==> src/isaPkg.sv <==
// Instruction set definitions
`default_nettype none

package isaPkg;

  // Instruction word size
  localparam int instrWidth = 16;

  // Register file depth
  localparam int numRegs = 8;

  // Opcode field
  localparam int opcodeHi = 15;
  localparam int opcodeLo = 12;
  localparam int opcodeWidth = opcodeHi - opcodeLo + 1;

  // Destination and second source register
  localparam int rdHi = 11;
  localparam int rdLo = 9;

  // First source register
  localparam int rsHi = 8;
  localparam int rsLo = 6;

  // Shift amount for SHL and SHR
  localparam int shamtHi = 3;
  localparam int shamtLo = 0;

  // LDI immediate, sign-extended on decode
  localparam int immHi = 8;
  localparam int immLo = 0;

  typedef logic [instrWidth-1:0] instrWordT;
  typedef logic [$clog2(numRegs)-1:0] regIdxT;

  // Codes above opLdi are illegal
  typedef enum logic [opcodeWidth-1:0] {
    opMov = 4'd0,
    opAdd = 4'd1,
    opSub = 4'd2,
    opAnd = 4'd3,
    opOr  = 4'd4,
    opShl = 4'd5,
    opShr = 4'd6,
    opLdi = 4'd7
  } opcodeT;

endpackage

`default_nettype wire

==> src/dataPathPkg.sv <==
// Data path types
`default_nettype none

package dataPathPkg;

  // Data word and shift amount sizes
  localparam int wordWidth = 16;
  localparam int shamtWidth = 4;

  typedef logic [wordWidth-1:0] wordT;
  typedef logic [shamtWidth-1:0] shamtT;

  // Condition code, bit 2 carry, bit 1 negative, bit 0 zero
  typedef struct packed {
    logic carry;
    logic negative;
    logic zero;
  } ccrT;

  // Instruction after decode, held in stage 1
  typedef struct packed {
    isaPkg::opcodeT opcode;
    isaPkg::regIdxT rd;
    isaPkg::regIdxT rs;
    shamtT          shamt;
    // Already sign-extended
    wordT           imm;
    logic           illegal;
  } decodedInstrT;

  // Retired instruction, held in stage 2
  typedef struct packed {
    isaPkg::regIdxT rd;
    wordT           value;
    ccrT            ccr;
    // Low when nothing was written back
    logic           wrote;
  } execResultT;

endpackage

`default_nettype wire

==> src/instrDecoder.sv <==
// Instruction decoder
`timescale 1ns/100ps
`default_nettype none

module instrDecoder (
  input  isaPkg::instrWordT         instr,
  output dataPathPkg::decodedInstrT decoded
);

  import isaPkg::*;
  import dataPathPkg::*;

  // Raw fields
  logic [opcodeHi-opcodeLo:0] opBits;
  logic [immHi-immLo:0] immBits;
  wordT immExt;
  logic isIllegal;

  assign opBits = instr[opcodeHi:opcodeLo];
  assign immBits = instr[immHi:immLo];

  // Sign extension of the nine-bit immediate
  assign immExt = {{(wordWidth - $bits(immBits)){immBits[$high(immBits)]}}, immBits};

  // Anything beyond LDI has no operation behind it
  assign isIllegal = (opBits > opLdi);

  always_comb begin
    decoded.opcode = opcodeT'(opBits);
    // rd doubles as second source operand
    decoded.rd = instr[rdHi:rdLo];
    decoded.rs = instr[rsHi:rsLo];
    decoded.shamt = instr[shamtHi:shamtLo];
    decoded.imm = immExt;
    decoded.illegal = isIllegal;
  end

endmodule

`default_nettype wire

==> src/regFile.sv <==
// Register file, two read ports and one write port
`timescale 1ns/100ps
`default_nettype none

module regFile (
  input  logic               clk,
  input  logic               rstN,
  input  isaPkg::regIdxT     rdIdxA,
  input  isaPkg::regIdxT     rdIdxB,
  output dataPathPkg::wordT  rdDataA,
  output dataPathPkg::wordT  rdDataB,
  input  logic               wrEn,
  input  isaPkg::regIdxT     wrIdx,
  input  dataPathPkg::wordT  wrData
);

  import isaPkg::*;
  import dataPathPkg::*;

  // Architectural registers
  wordT regs [numRegs];

  // All registers start at zero
  always_ff @(posedge clk or negedge rstN) begin
    if (!rstN) begin
      for (int i = 0; i < numRegs; i++) begin
        regs[i] <= '0;
      end
    end else if (wrEn) begin
      regs[wrIdx] <= wrData;
    end
  end

  // Port A carries rs
  assign rdDataA = regs[rdIdxA];

  // Port B carries rd as the second operand
  assign rdDataB = regs[rdIdxB];

endmodule

`default_nettype wire

==> src/aluCore.sv <==
// Operation unit with condition code update
`timescale 1ns/100ps
`default_nettype none

module aluCore (
  input  dataPathPkg::decodedInstrT instrIn,
  input  dataPathPkg::wordT         rsVal,
  input  dataPathPkg::wordT         rdVal,
  input  dataPathPkg::ccrT          prevCcr,
  output dataPathPkg::wordT         resultVal,
  output dataPathPkg::ccrT          nextCcr,
  output logic                      wrEn
);

  import isaPkg::*;
  import dataPathPkg::*;

  // Extended results, top bit is carry or borrow
  logic [wordWidth:0] sumExt;
  logic [wordWidth:0] diffExt;
  logic [wordWidth:0] shlExt;
  // Low bit catches the last bit shifted out
  logic signed [wordWidth:0] shrExt;

  logic carryBit;
  logic setsFlags;

  assign sumExt = {1'b0, rsVal} + {1'b0, rdVal};
  assign diffExt = {1'b0, rsVal} - {1'b0, rdVal};
  assign shlExt = {1'b0, rsVal} << instrIn.shamt;
  assign shrExt = $signed({rsVal, 1'b0}) >>> instrIn.shamt;

  // Opcode-selected result
  always_comb begin
    resultVal = '0;
    carryBit = 1'b0;
    setsFlags = 1'b1;
    case (instrIn.opcode)
      opMov: begin
        resultVal = rsVal;
        setsFlags = 1'b0;
      end
      opAdd: begin
        {carryBit, resultVal} = sumExt;
      end
      opSub: begin
        {carryBit, resultVal} = diffExt;
      end
      // Logic ops leave carry clear
      opAnd: begin
        resultVal = rsVal & rdVal;
      end
      opOr: begin
        resultVal = rsVal | rdVal;
      end
      opShl: begin
        {carryBit, resultVal} = shlExt;
      end
      opShr: begin
        {resultVal, carryBit} = shrExt;
      end
      opLdi: begin
        resultVal = instrIn.imm;
        setsFlags = 1'b0;
      end
      // Illegal codes give zero and keep flags
      default: begin
        setsFlags = 1'b0;
      end
    endcase
  end

  // Flags from the result, or the old flags passed through
  always_comb begin
    if (setsFlags) begin
      nextCcr.carry = carryBit;
      nextCcr.negative = resultVal[wordWidth-1];
      nextCcr.zero = (resultVal == '0);
    end else begin
      nextCcr = prevCcr;
    end
  end

  assign wrEn = !instrIn.illegal;

endmodule

`default_nettype wire

==> src/execPipe.sv <==
// Two-stage execute pipeline
`timescale 1ns/100ps
`default_nettype none

module execPipe (
  input  logic                      clk,
  input  logic                      rstN,
  input  logic                      inValid,
  output logic                      inReady,
  input  dataPathPkg::decodedInstrT decodedIn,
  output dataPathPkg::decodedInstrT stageInstr,
  input  dataPathPkg::wordT         aluResult,
  input  dataPathPkg::ccrT          aluCcr,
  input  logic                      aluWrEn,
  output logic                      rfWrEn,
  output isaPkg::regIdxT            rfWrIdx,
  output dataPathPkg::wordT         rfWrData,
  output dataPathPkg::ccrT          ccr,
  output logic                      outValid,
  input  logic                      outReady,
  output dataPathPkg::execResultT   result
);

  import dataPathPkg::*;

  // Stage 1, decoded instruction
  logic s1Valid;
  decodedInstrT s1Instr;

  // Stage 2, retired result
  logic s2Valid;
  execResultT s2Result;

  // Condition code register
  ccrT ccrReg;

  logic s2Accept;
  logic s1Move;
  logic inFire;

  // Stage 2 free or draining this cycle
  assign s2Accept = !s2Valid || outReady;
  assign s1Move = s1Valid && s2Accept;
  assign inReady = !s1Valid || s1Move;
  assign inFire = inValid && inReady;

  // Valid bits and condition code
  always_ff @(posedge clk or negedge rstN) begin
    if (!rstN) begin
      s1Valid <= 1'b0;
      s2Valid <= 1'b0;
      ccrReg <= '0;
    end else begin
      if (inFire) begin
        s1Valid <= 1'b1;
      end else if (s1Move) begin
        s1Valid <= 1'b0;
      end
      if (s1Move) begin
        s2Valid <= 1'b1;
        // Flags update in program order
        ccrReg <= aluCcr;
      end else if (outReady) begin
        s2Valid <= 1'b0;
      end
    end
  end

  // Payload registers
  always_ff @(posedge clk) begin
    if (inFire) begin
      s1Instr <= decodedIn;
    end
    if (s1Move) begin
      s2Result.rd <= s1Instr.rd;
      s2Result.value <= aluResult;
      s2Result.ccr <= aluCcr;
      s2Result.wrote <= aluWrEn;
    end
  end

  // Write-back strobe only on the move edge
  assign rfWrEn = s1Move && aluWrEn;
  assign rfWrIdx = s1Instr.rd;
  assign rfWrData = aluResult;

  assign stageInstr = s1Instr;
  assign ccr = ccrReg;
  assign outValid = s2Valid;
  assign result = s2Result;

endmodule

`default_nettype wire

==> src/aluSubsystem.sv <==
// Execute subsystem top
`timescale 1ns/100ps
`default_nettype none

module aluSubsystem (
  input  logic                    clk,
  input  logic                    rstN,
  input  logic                    inValid,
  output logic                    inReady,
  input  isaPkg::instrWordT       instr,
  output logic                    outValid,
  input  logic                    outReady,
  output dataPathPkg::execResultT result,
  output dataPathPkg::ccrT        ccr
);

  import isaPkg::*;
  import dataPathPkg::*;

  // Decoder to stage 1
  decodedInstrT decoded;
  // Stage 1 to register file and operation unit
  decodedInstrT stageInstr;

  // Operand reads
  wordT rdDataA;
  wordT rdDataB;

  // Operation unit outputs
  wordT aluResult;
  ccrT aluCcr;
  logic aluWrEn;

  // Write-back
  logic rfWrEn;
  regIdxT rfWrIdx;
  wordT rfWrData;

  instrDecoder uDecoder (
    .instr   (instr),
    .decoded (decoded)
  );

  // rs on port A, rd on port B
  regFile uRegFile (
    .clk     (clk),
    .rstN    (rstN),
    .rdIdxA  (stageInstr.rs),
    .rdIdxB  (stageInstr.rd),
    .rdDataA (rdDataA),
    .rdDataB (rdDataB),
    .wrEn    (rfWrEn),
    .wrIdx   (rfWrIdx),
    .wrData  (rfWrData)
  );

  aluCore uAlu (
    .instrIn   (stageInstr),
    .rsVal     (rdDataA),
    .rdVal     (rdDataB),
    .prevCcr   (ccr),
    .resultVal (aluResult),
    .nextCcr   (aluCcr),
    .wrEn      (aluWrEn)
  );

  execPipe uPipe (
    .clk        (clk),
    .rstN       (rstN),
    .inValid    (inValid),
    .inReady    (inReady),
    .decodedIn  (decoded),
    .stageInstr (stageInstr),
    .aluResult  (aluResult),
    .aluCcr     (aluCcr),
    .aluWrEn    (aluWrEn),
    .rfWrEn     (rfWrEn),
    .rfWrIdx    (rfWrIdx),
    .rfWrData   (rfWrData),
    .ccr        (ccr),
    .outValid   (outValid),
    .outReady   (outReady),
    .result     (result)
  );

endmodule

`default_nettype wire

==> config.mk <==
export PLATFORM = sky130hd
export DESIGN_NAME = aluSubsystem
export DESIGN_NICKNAME = d
export VERILOG_FILES = /design/src/isaPkg.sv /design/src/dataPathPkg.sv /design/src/instrDecoder.sv /design/src/regFile.sv /design/src/aluCore.sv /design/src/execPipe.sv /design/src/aluSubsystem.sv
export SDC_FILE = /design/constraint.sdc
export NUM_CORES = 1
export LEC_CHECK = 0
export ABC_AREA = 1
export BUFFER_PORTS_ARGS = -buffer_cell sky130_fd_sc_hd__buf_2
export CELL_PAD_IN_SITES_DETAIL_PLACEMENT = 1
export CELL_PAD_IN_SITES_GLOBAL_PLACEMENT = 2
export CORE_MARGIN = 3
export CORE_UTILIZATION = 36
export CTS_CLUSTER_SIZE = 40
export DETAILED_ROUTE_END_ITERATION = 10
export MAX_ROUTING_LAYER = met4
export PLACE_DENSITY_LB_ADDON = 0.1
export SETUP_SLACK_MARGIN = 0.3
export SLEW_MARGIN = 0
export SYNTH_ARGS = -nofsm -noshare
export SYNTH_HDL_FRONTEND = slang
export SYNTH_SLANG_ARGS = --single-unit
==> constraint.sdc <==
create_clock -name clk -period 4.2 [get_ports clk]
set_input_delay 0.42 -clock clk [delete_from_list [all_inputs] [get_ports clk]]
set_output_delay 0.42 -clock clk [all_outputs]
set_load 0.05 [all_outputs]
## Yosys cells after proc, flatten, opt, wreduce, memory -nomap -nowiden

Cells that the tools add are included.

- Bits in registers: 180
- Output and inout bits: 28

- Add/sub/neg operators: 2
- Shift-type cells: 2
- Equality and inequality tests: 7
- Reduce and logical (&&, ||, !) cells: 14
- Order comparisons: 4
- Bitwise gates (word level): 4
- Muxes and demuxes: 17

Operator list:

| cell | count |
|---|---|
| $bwmux W128 | 1 |
| $pmux W16 S8 | 1 |
| $bmux W16 S3 | 2 |
| $mux W16 | 5 |
| $demux W16 S3 | 1 |
| $add A16 B16 Y17 | 1 |
| $shl A16 B4 Y17 | 1 |
| $sshr A17 B4 Y17 | 1 |
| $sub A16 B16 Y17 | 1 |
| $and A16 B16 Y16 | 1 |
| $eq A4 B3 Y1 const B | 4 |
| $logic_not A16 Y1 | 1 |
| $or A16 B16 Y16 | 1 |
| $eq A4 B2 Y1 const B | 2 |
| $ge A4 B4 Y1 const B | 2 |
| $not A3 Y4 | 2 |
| $reduce_or A6 Y1 | 1 |
| $mux W1 | 5 |
| $eq A4 B1 Y1 const B | 1 |
| $gt A4 B3 Y1 const B | 1 |
| $logic_and A1 B1 Y1 | 4 |
| $logic_not A4 Y1 | 1 |
| $lt A4 B1 Y1 const B | 1 |
| $pmux W1 S4 | 1 |
| other kinds (4) | 8 |

## Longest topological paths before layout

- Word-level depth: 8
- Depth in mapped cells: 29
- Gate-level depth less buffers: 27

## Cells and area by module

A second synthesis with hierarchy kept.

- Cell total of the unflattened synthesis: 2,232
- Area total of the unflattened synthesis: 14,460.1 um2

By module, submodules not included:

| module | times used | cells an instance | area an instance (um2) | seq. area each (um2) |
|---|---|---|---|---|
| regFile | 1 | 1,165 | 7,489.7 | 3,203.1 |
| aluCore | 1 | 937 | 4,754.6 | 0.0 |
| execPipe | 1 | 98 | 1,979.4 | 1,746.7 |
| instrDecoder | 1 | 32 | 236.5 | 0.0 |

## Worst setup path after synthesis

OpenSTA, ideal clock, no wires.

- Path type: flip-flop to flip-flop
- From: reg uPipe.s1Instr (netlist bit uPipe.rfWrIdx[1])
- To: reg uPipe.ccrReg (netlist bit uPipe.ccr[0])
- Arrival: 3,665 ps
- Data required time: 4,134 ps
- Clock period less this slack: 3,731 ps
- Slack: 469 ps
- Path buffers: 1
- Stages on the path, launching flop included: 27
- Cell sequence: edfxtp_1 inv_1 nor3_1 inv_1 clkbuf_1 o22ai_1 a221oi_1 nand2_1 ha_1 inv_1 fa_1 inv_1 nand3_1 nand2_1 a21boi_0 or2_2 nand3_1 nand3b_1 a21oi_2 nand2_2 nor2_1 nand3_1 nor2_1 nand2_1 nand2_2 nand2_1 nand2_1

RTL lines:

| element | RTL line | RTL |
|---|---|---|
| start, declared | execPipe.sv:28 | `decodedInstrT s1Instr;` |
| start signal, assigned | execPipe.sv:72 | `s1Instr <= decodedIn;` |
| end signal, assigned | execPipe.sv:62 | `ccrReg <= aluCcr;` |
| end, declared | execPipe.sv:35 | `ccrT ccrReg;` |

==> metrics.yaml <==
p_leak_nw: 7.47
max-vdd-ir-drop_mv: 0.507
place_area_sq_um: 13900
r2r_cells: 25
grt_max_degree: 72
layout_common_cells: "nand2_1, nand3_1, inv_1"
path_max_fanout: 6
ioPinCount: 48
grt.total_usage: 0.309
netlist-cell-type-count: 52
hold_viol_final: 2
period_share: 0.929
critical_path_required_ps: 4600
drt-vias-per-instance: 5.50
synthCells: 1811
gp_congestion: 0.959
violations: "negative hold slack"
die_h_um: 193
die_x_um: 193
syn_area_per_cell_sq_um: 6.92
slew_viol_final: 0
clk_pin_slew_ps: 70
htree_levels: 4
arrival_ps: 4300
io_buffers: 47
r2r_end: "uPipe.ccr[0]$_DFFE_PN0P_"
crit_type: "register to register"
start_kind: "register"
grt.overflow.total: 0
hp-class: "input pin to async pin"
worstSetupEndpointType: "register"
cts_sinks: 173
rows: 67
crit_end: "uPipe.ccr[0]$_DFFE_PN0P_"
wirelength_mm: 55.7
design_area_sq_um: 16000
root_buffer: "clkbuf_16"
cts_tree: "yes"
max-cap-violations: 0
post-route-util: 0.470
skew_ps: 10.6
final_common_cell: "nand2_1"
yosysWarnings: 0
tns_ps: 0
grt_pass1_vias: 13600
holdWs_ps: -0.844
antenna_found_initial: 1
fmax_mhz: 256
p_per_area_nw_per_um2: 574
rsz0062_at_grt: "true"
antenna_cells: 0
core_sq_um: 34000
crit_start: "uPipe.rfWrIdx[1]$_DFFE_PP_"
ys_seq_elements: 173
seq_area_frac_synth: 0.361
syn_nets: 1882
outcome: "finished, violations left"
wire_per_inst_um: 22.8
r2r_start: "uPipe.rfWrIdx[1]$_DFFE_PP_"
first_iter_violations: 979
grt_pass1_wl_mm: 83.6
vias: 13400
start_util: 0.369
rrSetupSlack_ps: 300
maxSlewHeadroom: 0.295
insertion_delay_ps: 450
setup_viol: 0
post-dp-hpwl_mm: 41.5
cts_buffer_depth: 2
power.total_mw: 9.17
fin_nets: 2049
dieArea_sq_um: 37100
ant_nets: 0
drive_gt1_frac: 0.245
cts_buffers: 17
drc_errors: 0
dr.pass1.iters: 5
worst_pin_slew_ps: 1060
fin_crit_ps: 3900
areaGrowthSynthToFinish_pct: 27.3
syn_area_sq_um: 12500
metal layers:
metal  global-route usage  vias to the layer above  wire length, um
li1                     -                     6271                -
met1                0.433                     6767            26400
met2                0.493                      328            25900
met3               0.0287                       54             2290
met4               0.0569                        0             1130
met5                    -                        -                0
report_power, final:
group / internal, mW / leakage (nW) / switching, mW
logic: 1.80 / 5.14 / 3.17
clock network: 0.825 / 0.270 / 0.749
registers: 2.30 / 2.06 / 0.312
stage by stage:
step / setup slack [ps] / hold slack [ps] / instances
after floorplan: 469 / 124 / 1811
after global placement: 54.3 / 467 / 2354
after detailed placement: -64.8 / 477 / 2354
after CTS: 287 / 15.4 / 2402
after global routing: 135 / 41.9 / 2439
final: 299 / -0.844 / 2439
worst min-delay path by stage:
stage                                                end                           start  depth (start not counted)  slack [ps]
after floorplan                 uPipe.ccr[0]$_DFFE_PN0P_                            rstN                          0         120
after global placement    uRegFile.regs[104]$_DFFE_PN0P_  uRegFile.regs[104]$_DFFE_PN0P_                          2         470
after detailed placement   uRegFile.regs[42]$_DFFE_PN0P_   uRegFile.regs[42]$_DFFE_PN0P_                          2         480
after CTS                  uRegFile.regs[86]$_DFFE_PN0P_                            rstN                          1          20
after global routing      uRegFile.regs[118]$_DFFE_PN0P_                            rstN                          1          40
final                      uRegFile.regs[86]$_DFFE_PN0P_                            rstN                          1        -0.8
sequential cells by signal (all words and copies together) (netlist names):
signal	cells
uPipe.outValid	1
uRegFile.regs	128
uPipe.s1Valid	1
uPipe.ccr	3
uPipe.rfWrIdx	3
uPipe.stageInstr	14
uPipe.result	23
area by class of cell:
class	count	area, sq um
flip-flops and latches	173	4530
inverters	265	1030
repair buffers	226	1800
clock inverters	15	139
fillers	4260	18000
well taps	448	561
multi-input cells	1295	7470
clock buffers	17	425
critical path: stages (launching register included):
cell and delay (ps):
edfxtp_1 550, buf_6 190, nor3_4 220, clkinv_2 140, buf_6 160, o22ai_2 130, inv_1 50, nand4_1 240
inv_2 100, ha_4 340, buf_4 170, nor2_4 50, buf_4 130, a21oi_4 140, a21oi_1 70, o21ai_1 170
nand3b_1 130, nor2_2 110, nand2_2 80, nor2_4 140, nand3_1 100, nor2_1 120, nand2_1 100, nand2_2 70
nand2_1 50, nand2_1 50
what timing repair did:
item / in CTS / in global routing
cloned: 0 / 0
endpoints found under the hold margin: 0 / 0
endpoints found under the setup margin: 83 / 132
gates resized for setup: 59 / 217
hold buffers: 0 / 0
pin swaps: 8 / 80
buffers inserted: 16 / 37
kinds of logic (layout without fill, tap and decap cells):
kind of cell / after synthesis / in the layout / share of synthesized area
AO/OA/AOI/OAI: 305 / 305 / 0.138
adder cells (fa/ha/maj): 51 / 51 / 0.0521
buffers and inverters: 343 / 523 / 0.115
XOR/XNOR: 1 / 1 / 0.000699
flip-flops: 173 / 173 / 0.361
AND/OR/NAND/NOR: 938 / 938 / 0.333
Yosys cell counts, drive strengths merged:
cell type | number | area share
nand4 | 25 | 0.014
o221ai | 1 | 0.00070
o211ai | 2 | 0.0012
a221oi | 17 | 0.012
o22ai | 36 | 0.018
a31oi | 4 | 0.0025
dfrtp | 133 | 0.27
o21ai | 168 | 0.068
clkbuf | 34 | 0.010
buf | 44 | 0.025
a21oi | 55 | 0.022
a211oi | 3 | 0.0018
nand2 | 518 | 0.16
inv | 255 | 0.077
and2 | 11 | 0.0065
o21bai | 3 | 0.0018
edfxtp | 40 | 0.096
nor3 | 14 | 0.0068
clkinv | 10 | 0.0030
a21boi | 3 | 0.0018
o2111ai | 3 | 0.0021
fa | 2 | 0.0032
nand3 | 278 | 0.12
nand3b | 2 | 0.0012
a22oi | 6 | 0.0036
o2bb2ai | 1 | 0.00070
o211a | 1 | 0.00080
a21o | 1 | 0.00060
a32oi | 1 | 0.00070
xor2 | 1 | 0.00070
or2 | 1 | 0.00050
nor2 | 89 | 0.029
ha | 49 | 0.049
Power figures use the tool's default switching activity.
